[config.mk]
export PLATFORM = sky130hd
export DESIGN_NAME = dct_cfg_regs
export DESIGN_NICKNAME = d
export VERILOG_FILES = /design/src/common/dct_pkg.sv /design/src/verilog/dct_cfg_regs.sv
export SDC_FILE = /design/constraint.sdc
export NUM_CORES = 1
export LEC_CHECK = 0
export ABC_CLOCK_PERIOD_IN_PS = 2500
export BUFFER_PORTS_ARGS = -buffer_cell sky130_fd_sc_hd__buf_4
export CORE_MARGIN = 2
export CORE_UTILIZATION = 50
export CTS_CLUSTER_SIZE = 16
export DETAILED_ROUTE_END_ITERATION = 8
export GPL_TIMING_DRIVEN = 0
export PLACE_DENSITY = 0.81
export SLEW_MARGIN = 10
export SYNTH_ARGS = -nofsm -noshare
export SYNTH_HDL_FRONTEND = slang
export SYNTH_SLANG_ARGS = --single-unit
[constraint.sdc]
create_clock -name clk -period 2.5 [get_ports clk]
set_input_delay 0.125 -clock clk [delete_from_list [all_inputs] [get_ports clk]]
set_output_delay 0.125 -clock clk [all_outputs]
set_load 0.01 [all_outputs]
[src/common/dct_pkg.sv]
`default_nettype none

package dct_pkg;

    // sample and coefficient types along the pipeline
    typedef logic signed [8:0]  pix_t;
    typedef logic signed [12:0] row_t;
    typedef logic signed [14:0] coef_t;
    typedef logic        [2:0]  idx_t;
    typedef logic        [3:0]  shift_t;

    localparam int N_PT  = 8;
    localparam int ACC_W = 24;

    // 64 * c(k) * cos((2n+1)k*pi/16), rounded; indexed [k][n]
    localparam logic signed [7:0] DCT_COS [N_PT][N_PT] = '{
        '{ 45,  45,  45,  45,  45,  45,  45,  45},
        '{ 63,  53,  36,  12, -12, -36, -53, -63},
        '{ 59,  24, -24, -59, -59, -24,  24,  59},
        '{ 53, -12, -63, -36,  36,  63,  12, -53},
        '{ 45, -45, -45,  45,  45, -45, -45,  45},
        '{ 36, -63,  12,  53, -53, -12,  63, -36},
        '{ 24, -59,  59, -24, -24,  59, -59,  24},
        '{ 12, -36,  53, -63,  63, -53,  36, -12}
    };

    // register map
    localparam logic [1:0] REG_SHIFT_ROW = 2'd0;
    localparam logic [1:0] REG_SHIFT_COL = 2'd1;
    localparam logic [1:0] REG_BLOCKS    = 2'd2;

    localparam shift_t SHIFT_ROW_RST = 4'd5;
    localparam shift_t SHIFT_COL_RST = 4'd8;

endpackage

`default_nettype wire

[src/verilog/dct_cfg_regs.sv]
`default_nettype none

module dct_cfg_regs (
    input  wire logic            clk,
    input  wire logic            resetn,

    input  wire logic            reg_we_i,
    input  wire logic [1:0]      reg_addr_i,
    input  wire logic [7:0]      reg_wdata_i,
    output logic      [7:0]      reg_rdata_o,

    input  wire logic            block_done_i,

    output dct_pkg::shift_t      shift_row_o,
    output dct_pkg::shift_t      shift_col_o
);

    logic [7:0] blocks;

    always_ff @(posedge clk) begin
        if (!resetn) begin
            shift_row_o <= dct_pkg::SHIFT_ROW_RST;
            shift_col_o <= dct_pkg::SHIFT_COL_RST;
        end else if (reg_we_i) begin
            if (reg_addr_i == dct_pkg::REG_SHIFT_ROW) begin
                shift_row_o <= reg_wdata_i[3:0];
            end
            if (reg_addr_i == dct_pkg::REG_SHIFT_COL) begin
                shift_col_o <= reg_wdata_i[3:0];
            end
        end
    end

    // wrapping count of finished blocks, a write clears it
    always_ff @(posedge clk) begin
        if (!resetn) begin
            blocks <= 8'd0;
        end else if (reg_we_i && reg_addr_i == dct_pkg::REG_BLOCKS) begin
            blocks <= 8'd0;
        end else if (block_done_i) begin
            blocks <= blocks + 8'd1;
        end
    end

    always_comb begin
        case (reg_addr_i)
            dct_pkg::REG_SHIFT_ROW: reg_rdata_o = {4'd0, shift_row_o};
            dct_pkg::REG_SHIFT_COL: reg_rdata_o = {4'd0, shift_col_o};
            dct_pkg::REG_BLOCKS:    reg_rdata_o = blocks;
            default:                reg_rdata_o = 8'd0;
        endcase
    end

endmodule

`default_nettype wire

; Yosys cells after proc, flatten, opt, wreduce, memory -nomap -nowiden
; Cells that the tools add are included.
[totals]
elab_cells = 13
regBits = 16
input_bits = 14
out_inout_bits = 16
[classes]
reduce_logical = 5
muxes = 1
n_addsub = 1
eq_ne = 2
n_bitwise = 1
[ops]
columns = cell, n
row1 = one-hot mux 8 bit (3 select lines), 1
row2 = adder 8 x 1 -> 8 bit (second input constant), 1
row3 = AND reduction 2 bit, 2
row4 = equality test 2 x 1 -> 1 bit (second input constant), 1
row5 = equality test 2 bit (second input constant), 1
row6 = logical NOT 2 bit, 1
row7 = OR reduction 2 bit, 1
row8 = logical AND 1 bit, 1
row9 = inverter 1 bit, 1

; Depth between registers and ports, before layout
; Gate-level depths: netlist (run 1).
[depth]
depth_word = 3
mapped_depth = 5
ltp_nobuf = 4

; Worst setup path before layout (run 1)
; OpenSTA, ideal clock, no wires.
[synth_path]
path_type = reg2reg
from = register blocks[0]
to = register blocks[6]
slack_ns = 1.272
n_path_buf = 0
t_arrival_ns = 1.158
path_stages_with_launch = 5
setup_ns = 0.070
required_ns = 2.430
period_less_slack_ns = 1.228
path_cell_list = dfxtp_1 ha_1 nand4_1 or3_1 a21oi_1
[synth_via]
elab_chain_cells = 1
[synth_rtl]
columns = element, line
row1 = from (decl), dct_cfg_regs.sv:18  ; logic [7:0] blocks;
row2 = from (signal assigned), dct_cfg_regs.sv:41  ; blocks <= blocks + 8'd1;
row3 = adder 8 x 1 -> 8 bit, dct_cfg_regs.sv:41
; No other way between the ends.
; A chain may end at the register's enable or synchronous reset.

; Worst setup path after layout (run 1)
; Ends and elaborated chain as after synthesis.

==> metrics.md, run 1 <==
| Metric | Value |
|---|---|
| Rows | 14 |
| Pins over their slew limit | 0 |
| Clock root cell | clkbuf_4 |
| Pre-antenna DRT Iters | 4 |
| Mapped Avg Cell Area | 8.84 um^2 |
| Synth top area cells | dfxtp_1, mux2i_1, nand2_1, nand3_1, o21ai_0 |
| Fmax achieved | 738 MHz |
| Largest net degree at the start of global routing | 10 |
| Met2 Usage GRT | 33.8% |
| Vias | 721 |
| FILL cells | 124 |
| Synthesis-to-layout area growth | 27.3% |
| Sequential fraction of the synthesis area | 40.7% |
| Most common library cell in the layout ignoring fill and taps | buf_4 |
| DRT Wirelength | 1.70 mm |
| Remaining DRCs | 0 |
| WL/cell | 13.0 um |
| Worst-path clk slew | 0.10 ns |
| Worst vdd ir | 0.299 mV |
| Synth unique cells | 24 |
| Fin crit share | between 50% and 60% |
| H-Tree Depth | 1 |
| Starting density of the core | 52.9% |
| Required @ worst endpoint | 2.71 ns |
| Max-slew headroom | 68.2% |
| Full die area | roughly 0.0019 mm^2 |
| Status | completed |
| Most frequent cells in the layout | buf_4, dfxtp_1, nand2_1 |
| TritonCTS clock tree | yes |
| Initial drt markers | 7 |
| P_leak | slightly above 0.4 nW |
| First-pass GRT wire length | 2.94 mm |
| Post-CTS setup buffers | 0 |
| Antenna-violating nets left | 0 |
| RSZ-0062 raised after global routing | false |
| GR met3 Demand/Resource | 4.17% |
| Crit start category | flip-flop |
| Fin Setup TNS | 0 ns |
| Crit. End Element | flip-flop |
| Most used routing layer | met2 |
| Max Buffers Root-to-Sink | 2 |
| Pre-CTS WS | 1.16 ns |
| Crit path kind | flip-flop to flip-flop |
| Diodes inserted | 0 |
| Utilization after layout | 67.3% |
| Final setup violation count | 0 |
| Final net count | around 130 |
| Yosys top cell area share | between 40% and 50% |
| Clock Latency Late Sink | 0.28 ns |
| Synth Register Bits | 16 |
| Met1 Resource Use GR | between 20% and 30% |
| Die Span Y | 43.7 um |
| Hold Vio Cnt, Final | 0 |
| Syn Inst Count | 89 |
| Mapped Area | between 700 and 800 um^2 |
| CP arrival | approximately 1.6 ns |
| Syn Nets | between 100 and 150 |
| Non-Filler Instances | 131 |
| Worst Setup Slack, final | ~1.1 ns |
| Post-layout min period | about 1.4 ns |
| Clock Skews | 0.0113 ns |
| Multi-input gate area | 444 um^2 |
| GRT Util Overall | 20.3% |
| Total placed cells including tap cells | 128 |
| Pwr Density | 474 mW/mm^2 |
| Slew @ Worst Pin | 0.474 ns |
| CTS Hold Bufs | 0 |
| I/O Buffers | 23 |
| Register area | 320 um^2 |
| Post-synth top area cell | dfxtp_1 |
| Inserted Clock Buffers | 3 |
| Placer congestion estimate | 0.752 |
| DIE WIDTH | 43.7 um |
| Grt ovf | 0 |
| Core box area | 0.00149 mm^2 |
| Worst Hold Class | primary input to flip-flop |
| PostCTS Resize Cnt | 0 |
| Max FO, Critical Path | 5 |
| # clock sinks | 16 |
| Vias per cell | 5.50 |
| Number of global-route vias before repair | between 600 and 700 |
| Layout cells sized above 1 | 30.4% |
| I/O pin total | 30 |
| Initial antenna violation count | 0 |
| Max_cap viols | 0 |
| DPL Wire Length | ~1.3 mm |
| Ys Warns | 0 |
cells by family after synthesis:
kind of cell	Yosys count	share of synthesized area, %
AO/OA/AOI/OAI	14	11.3
XOR/XNOR	4	4.45
adder cells (fa/ha/maj)	1	1.59
buffers and inverters	4	2.86
flip-flops	16	40.7
multiplexers	9	11.4
AND/OR/NAND/NOR	41	27.7
sequential cells by signal (all words and copies together) (netlist names):
| name | count |
|---|---|
| blocks | 8 |
| shift_col_o | 4 |
| shift_row_o | 4 |
Yosys cell counts (all sizes together):
| cell | n |
|---|---|
| buf | 4 |
| a21bo | 1 |
| nor2b | 4 |
| o21ai | 6 |
| mux2i | 9 |
| a21oi | 3 |
| nor3b | 1 |
| dfxtp | 16 |
| nand4 | 2 |
| xor2 | 3 |
| or3 | 2 |
| o31ai | 1 |
| xnor2 | 1 |
| ha | 1 |
| nor2 | 5 |
| or4 | 1 |
| and2 | 4 |
| nand3b | 1 |
| a21boi | 3 |
| nand3 | 7 |
| nand2 | 14 |
critical path, stage by stage (launching register included):
cell	delay [ns]
dfxtp_1	0.42
ha_1	0.20
nand4_1	0.16
or3_1	0.38
a21oi_1	0.13
through the flow:
stage / instance area, um^2 / power [mW] / hold WS [ns]
finish: 1000 / 0.475 / 0.0626
global route: 1000 / 0.497 / 0.0528
CTS: 1000 / 0.481 / 0.0541
detailed placement: 980 / 0.347 / 0.357
global placement: 980 / 0.345 / 0.351
floorplan: 787 / 0.312 / 0.187
layer usage:
layer / share of wire (%) / up-vias / wire [um]
met5: 0 / - / 0
met4: 0 / 0 / 0
met3: 4.2 / 0 / 71
met2: 50 / 14 / 841
met1: 46 / 345 / 785
li1: - / 362 / -
report_power, final:
| part | internal (mW) | switching, mW | total [mW] |
|---|---|---|---|
| clock | 0.0559 | 0.0778 | 0.134 |
| sequential | 0.262 | 0.00741 | 0.270 |
| combinational | 0.0364 | 0.0348 | 0.0712 |
| total | 0.355 | 0.120 | 0.475 |
layout make-up:
type | count | share of cell area (%)
Sequential cell | 16 | 32.0
Clock buffer | 3 | 2.25
Buffer | 4 | 2.25
Multi-Input combinational cell | 69 | 44.3
Tap cell | 16 | 2.00
Timing Repair Buffer | 23 | 17.2
worst paths after layout:
kind	startpoint	to	slack (ns)	depth (start not counted)
setup / recovery	blocks[0]$_SDFFE_PP0P_	blocks[6]$_SDFFE_PP0P_	1.14	4
setup reg to reg	blocks[0]$_SDFFE_PP0P_	blocks[6]$_SDFFE_PP0P_	1.14	4
hold reg to reg	shift_col_o[1]$_SDFFE_PN0P_	shift_col_o[1]$_SDFFE_PN0P_	0.49	2
hold / removal	resetn	shift_row_o[2]$_SDFFE_PN1P_	0.06	2
No activity file was read; power rests on OpenSTA's default activity.
==> run 2: changes to the inputs <==
Settings changed: ABC_CLOCK_PERIOD_IN_PS 2500 to 1300, CORE_UTILIZATION 50 to 46, PLACE_DENSITY 0.81 to 0.76.
Clock period 2.5 ns to 1.3 ns, I/O delays scaled along.
==> metrics.md, run 2 (synthesis gave the netlist of run 1 again) <==
| Metric | Value |
|---|---|
| H-Tree Depth | 1 |
| Full die area | 0.00206 mm^2 |
| FILL cells | 141 |
| Worst vdd ir | 0.741 mV |
| Clock Skews | 0.00286 ns |
| TritonCTS clock tree | yes |
| Largest net degree at the start of global routing | 10 |
| Max Buffers Root-to-Sink | 2 |
| I/O Buffers | 23 |
| Slew @ Worst Pin | between 0.4 and 0.5 ns |
| GRT Util Overall | 20.7% |
| Multi-input gate area | 448 um^2 |
| Core box area | 0.00156 mm^2 |
| Inserted Clock Buffers | 3 |
| Antenna-violating nets left | 0 |
| P_leak | 0.436 nW |
| Pwr Density | 939 mW/mm^2 |
| DPL Wire Length | 1.31 mm |
| Crit. End Element | flip-flop |
| Pre-antenna DRT Iters | 4 |
| Diodes inserted | 0 |
| First-pass GRT wire length | between 2 and 3 mm |
| Final setup violation count | 0 |
| Crit start category | flip-flop |
| Worst Hold Class | primary input to flip-flop |
| Required @ worst endpoint | 1.54 ns |
| Clock root cell | clkbuf_4 |
| Register area | ~330 um^2 |
| Grt ovf | 0 |
| Most frequent cells in the layout | buf_4, nand2_1, dfxtp_1 |
| Reg2Reg Depth | 3 |
| Total design power | a little under 1 mW |
| Fmax achieved | 819 MHz |
| RSZ-0062 raised after global routing | false |
| Status | completed |
| WL/cell | approximately 13 um |
| Remaining DRCs | 0 |
| Pins over their slew limit | 0 |
| Top reg by flops | blocks |
| Vias | a little over 700 |
| Max-slew headroom | 67.8% |
| Final hold slack | 0.00805 ns |
| Rows | 14 |
| Hold path cells | 3 |
| Post-layout min period | 1.22 ns |
| Starting density of the core | 50.5% |
| Largest regs | blocks x8, shift_col_o x4, shift_row_o x4 |
| Initial drt markers | 9 |
| Layout cells sized above 1 | between 30% and 40% |
| # clock sinks | 16 |
| DIE WIDTH | 45.4 um |
| DRT Wirelength | between 1.5 and 2 mm |
| Most common library cell in the layout ignoring fill and taps | buf_4 |
| Synthesis-to-layout area growth | 34.3% |
| Vias per cell | 5.37 |
| Fin crit share | 93.9% |
| Clock Latency Late Sink | 0.29 ns |
| Largest register FFs | 8 |
| Final net count | 135 |
| Max_cap viols | 0 |
| Hold Vio Cnt, Final | 0 |
| Max FO, Critical Path | 5 |
| Number of global-route vias before repair | 691 |
| Worst-path clk slew | 0.09 ns |
| CP arrival | 1.46 ns |
| I/O pin total | 30 |
| Crit path kind | flip-flop to flip-flop |
| Placer congestion estimate | 0.720 |
| Initial antenna violation count | 0 |
| Die Span Y | about 45 um |
==> run 2: cell count changes in the layout (fill, tap and decap cells not counted) <==
cell,previous run,this run
dfxtp_1,16,12
dfxtp_2,0,2
dfxtp_4,0,2
dlygate4sd3_1,0,2
a21oi_1,2,1
a21oi_2,1,2
buf_4,24,25
clkbuf_8,0,1
==> run 2: layout make-up <==
type,instances,area share (%)
clock buffer,4,3.43
buffer,4,2.13
sequential,16,31.2
multi-input combinational,69,42.4
timing repair buffer,26,18.9
tap,16,1.89
==> run 2: power by group <==
part	switching [mW]	leakage (nW)	internal [mW]
sequential	0.0138	0.132	0.504
combinational	0.0684	0.283	0.0740
clock	0.162	0.0210	0.171
total	0.244	0.436	0.749
==> run 2: per-stage QoR <==
stage / TNS [ns] / instances / instance area (um^2) / utilization, % / worst slack, ns
finish: 0 / 135 / 1060 / 67.8 / 0.0788
global route: 0 / 135 / 1060 / 67.8 / 0.00568
CTS: 0 / 135 / 1050 / 67.1 / 0.00817
detailed placement: -0.0623 / 128 / 980 / 62.8 / -0.0623
global placement: 0 / 128 / 980 / 62.8 / 0.00507
floorplan: 0 / 89 / 787 / - / 0.0723
==> run 2: routing by layer <==
layer  share of wire, %  global-route usage, %  vias up
li1                   -                      -      369
met1                 45                   24.7      330
met2                 47                   34.0       20
met3                5.5                   6.00        6
met4                2.0                   9.41        0
met5                  0                      0        -
==> run 2: timing repair <==
item / CTS / global route
setup endpoints to repair: 1 / 3
pin swaps: 1 / 1
hold buffers: 2 / 0
gates resized for setup: 2 / 5
endpoints found under the hold margin: 3 / 0
buffers inserted: 1 / 0
==> run 2: final timing paths <==
path	end	slack, ns	from
setup / recovery	blocks[7]$_SDFFE_PP0P_	0.08	blocks[3]$_SDFFE_PP0P_
setup reg to reg	blocks[7]$_SDFFE_PP0P_	0.08	blocks[3]$_SDFFE_PP0P_
hold reg to reg	shift_col_o[0]$_SDFFE_PN0P_	0.49	shift_col_o[0]$_SDFFE_PN0P_
hold / removal	shift_row_o[0]$_SDFFE_PN1P_	0.008	reg_wdata_i[0]
==> run 2: worst max-delay path: stages (launching register included) <==
cell     delay [ns]
dfxtp_2        0.40
nand3_2        0.10
or4_4          0.52
a21oi_2        0.14
==> run 3: changes to the inputs <==
Settings changed: CTS_BUF_LIST set to sky130_fd_sc_hd__clkbuf_16.
==> metrics.md, run 3 (synthesis gave the netlist of run 1 again) <==
| Metric | Value |
|---|---|
| Most frequent cells in the layout | buf_4, nand2_1, dfxtp_1 |
| Post-layout min period | around 1.2 ns |
| Remaining DRCs | 0 |
| Vias | 722 |
| RR Endpoint | blocks[6]$_SDFFE_PP0P_ |
| Largest regs | blocks x8, shift_col_o x4, shift_row_o x4 |
| Final hold slack | roughly 0.043 ns |
| Fin Setup TNS | 0 ns |
| Max_cap viols | 0 |
| Required @ worst endpoint | 1.48 ns |
| Number of global-route vias before repair | 674 |
| Hold Vio Cnt, Final | 0 |
| Inserted Clock Buffers | 3 |
| Utilization after layout | a little under 70% |
| Starting density of the core | 50.5% |
| Worst Hold Class | primary input to flip-flop |
| Vias per cell | between 5 and 6 |
| CP Buf/Inv Count | 0 |
| WL/cell | about 13 um |
| Switching part of the total | 22.0% |
| Most common library cell in the layout ignoring fill and taps | buf_4 |
| Fin crit share | 94.8% |
| # clock sinks | 16 |
| Full die area | 0.00206 mm^2 |
| Fmax achieved | about 800 MHz |
| DRT Wirelength | 1.78 mm |
| Top reg by flops | blocks |
| GRT Util Overall | approximately 21% |
| CP arrival | 1.41 ns |
| Clock Latency Late Sink | roughly 0.25 ns |
| DPL Wire Length | 1.31 mm |
| DIE WIDTH | 45.4 um |
| Worst vdd ir | about 0.95 mV |
| I/O pin total | 30 |
| Layout cells sized above 1 | 35.0% |
| Rows | 14 |
| Crit start category | flip-flop |
| Die Span Y | between 40 and 50 um |
| Placer congestion estimate | 0.720 |
| Initial drt markers | 7 |
| Reg2Reg Depth | 4 |
| Max Buffers Root-to-Sink | 2 |
| Clock power frac | 47.9% |
| Reg2reg setup slack | 0.07 ns |
| H-Tree Depth | 1 |
| Critical path origin | blocks[0]$_SDFFE_PP0P_ |
| Initial antenna violation count | 0 |
| Final net count | 133 |
| P_leak | ~0.44 nW |
| Final setup violation count | 0 |
| Max incr delay on CP | 0.38 ns |
| Pint | 0.985 mW |
| Top delay family on crit path | simple AND/OR/NAND/NOR gates |
| Largest net degree at the start of global routing | 10 |
| Crit path capture | blocks[6]$_SDFFE_PP0P_ |
| Max FO, Critical Path | 5 |
| Grt ovf | 0 |
| First-pass GRT wire length | 2.96 mm |
| Max-slew headroom | 68.4% |
| NetSw | 0.277 mW |
| Post-DP Area | 980 um^2 |
| Worst Setup Slack, final | 0.0681 ns |
| Worst-path clk slew | 0.05 ns |
| Slew @ Worst Pin | 0.472 ns |
| Status | completed |
| Power share of the combinational group | around 11% |
| Clock Skews | between 0.0015 and 0.002 ns |
| TritonCTS clock tree | yes |
| Crit. End Element | flip-flop |
| Pre-CTS WS | -0.0623 ns |
| RSZ-0062 raised after global routing | false |
| I/O Buffers | 23 |
| Clock root cell | clkbuf_16 |
| Antenna-violating nets left | 0 |
| Post-Layout Inst Area | 0.00108 mm^2 |
| Core box area | 0.00156 mm^2 |
| Largest register FFs | 8 |
| Synthesis-to-layout area growth | 36.9% |
| Diodes inserted | 0 |
| Pwr Density | 1170 mW/mm^2 |
| Critical path cell sequence | ha_1 > nand4_1 > or3_1 > a21oi_2 |
| Flop pwr share | between 40% and 50% |
| Crit path kind | flip-flop to flip-flop |
| Levels on crit path | 4 |
| Pre-antenna DRT Iters | 4 |
| Pins over their slew limit | 0 |
| Worst path slowest cell | or3_1 |
| R2r startpoint | blocks[0]$_SDFFE_PP0P_ |
run 3: cell count changes in the layout (fill, tap and decap cells not counted):
| cell | before | now |
|---|---|---|
| clkinv_1 | 0 | 1 |
| dfxtp_4 | 2 | 1 |
| dlygate4sd3_1 | 2 | 0 |
| dfxtp_2 | 2 | 3 |
| clkbuf_4 | 3 | 0 |
| clkbuf_16 | 0 | 3 |
| clkbuf_8 | 1 | 0 |
run 3: final cells by class:
type | count | area [um^2]
fill | 141 | 482
sequential | 16 | 328
multi-input combinational | 69 | 448
clock buffer | 3 | 75.1
buffer | 4 | 22.5
tap | 16 | 20.0
clock inverter | 1 | 3.75
timing repair buffer | 24 | 180
run 3: worst register-to-register path, stage by stage (launching register included):
cell     delay (ns)
dfxtp_4        0.36
ha_1           0.16
nand4_1        0.11
or3_1          0.38
a21oi_2        0.15
run 3: power groups by stage:
stage / clock network (mW) / registers (mW) / logic (mW)
after floorplan: 0 / 0.532 / 0.0689
after global placement: 0 / 0.530 / 0.134
after detailed placement: 0 / 0.530 / 0.137
after CTS: 0.617 / 0.521 / 0.138
after global routing: 0.641 / 0.523 / 0.151
final: 0.604 / 0.521 / 0.137
run 3: routing by layer:
metal,track usage [%],vias up,wire length (um)
met1,24.7,328,776
met3,6.00,7,100
met2,32.6,23,858
met4,12.9,0,44
li1,-,364,-
met5,0,-,0
run 3: worst min path at each step:
stage	startpoint	endpoint	slack, ns	cells after the start
2_1_floorplan	resetn	shift_row_o[0]$_SDFFE_PN1P_	0.13	1
3_5_place_dp	reg_wdata_i[2]	shift_row_o[2]$_SDFFE_PN1P_	0.30	3
3_3_place_gp	resetn	shift_row_o[0]$_SDFFE_PN1P_	0.29	2
6_report	resetn	shift_row_o[0]$_SDFFE_PN1P_	0.04	2
5_1_grt	resetn	shift_row_o[2]$_SDFFE_PN1P_	0.05	2
4_1_cts	resetn	shift_row_o[0]$_SDFFE_PN1P_	0.04	2
run 3: timing repair:
item                       4_1_cts  5_1_grt
resized for setup                2        4
setup endpoints to repair        1        2
hold buffers                     0        0
pin swaps                        1        0
buffers inserted                 1        0
run 3: metrics by stage:
stage | power, mW | cells
5_1_grt | 1.32 | 133
6_report | 1.26 | 133
4_1_cts | 1.28 | 133
3_3_place_gp | 0.664 | 128
3_5_place_dp | 0.667 | 128
2_1_floorplan | 0.601 | 89
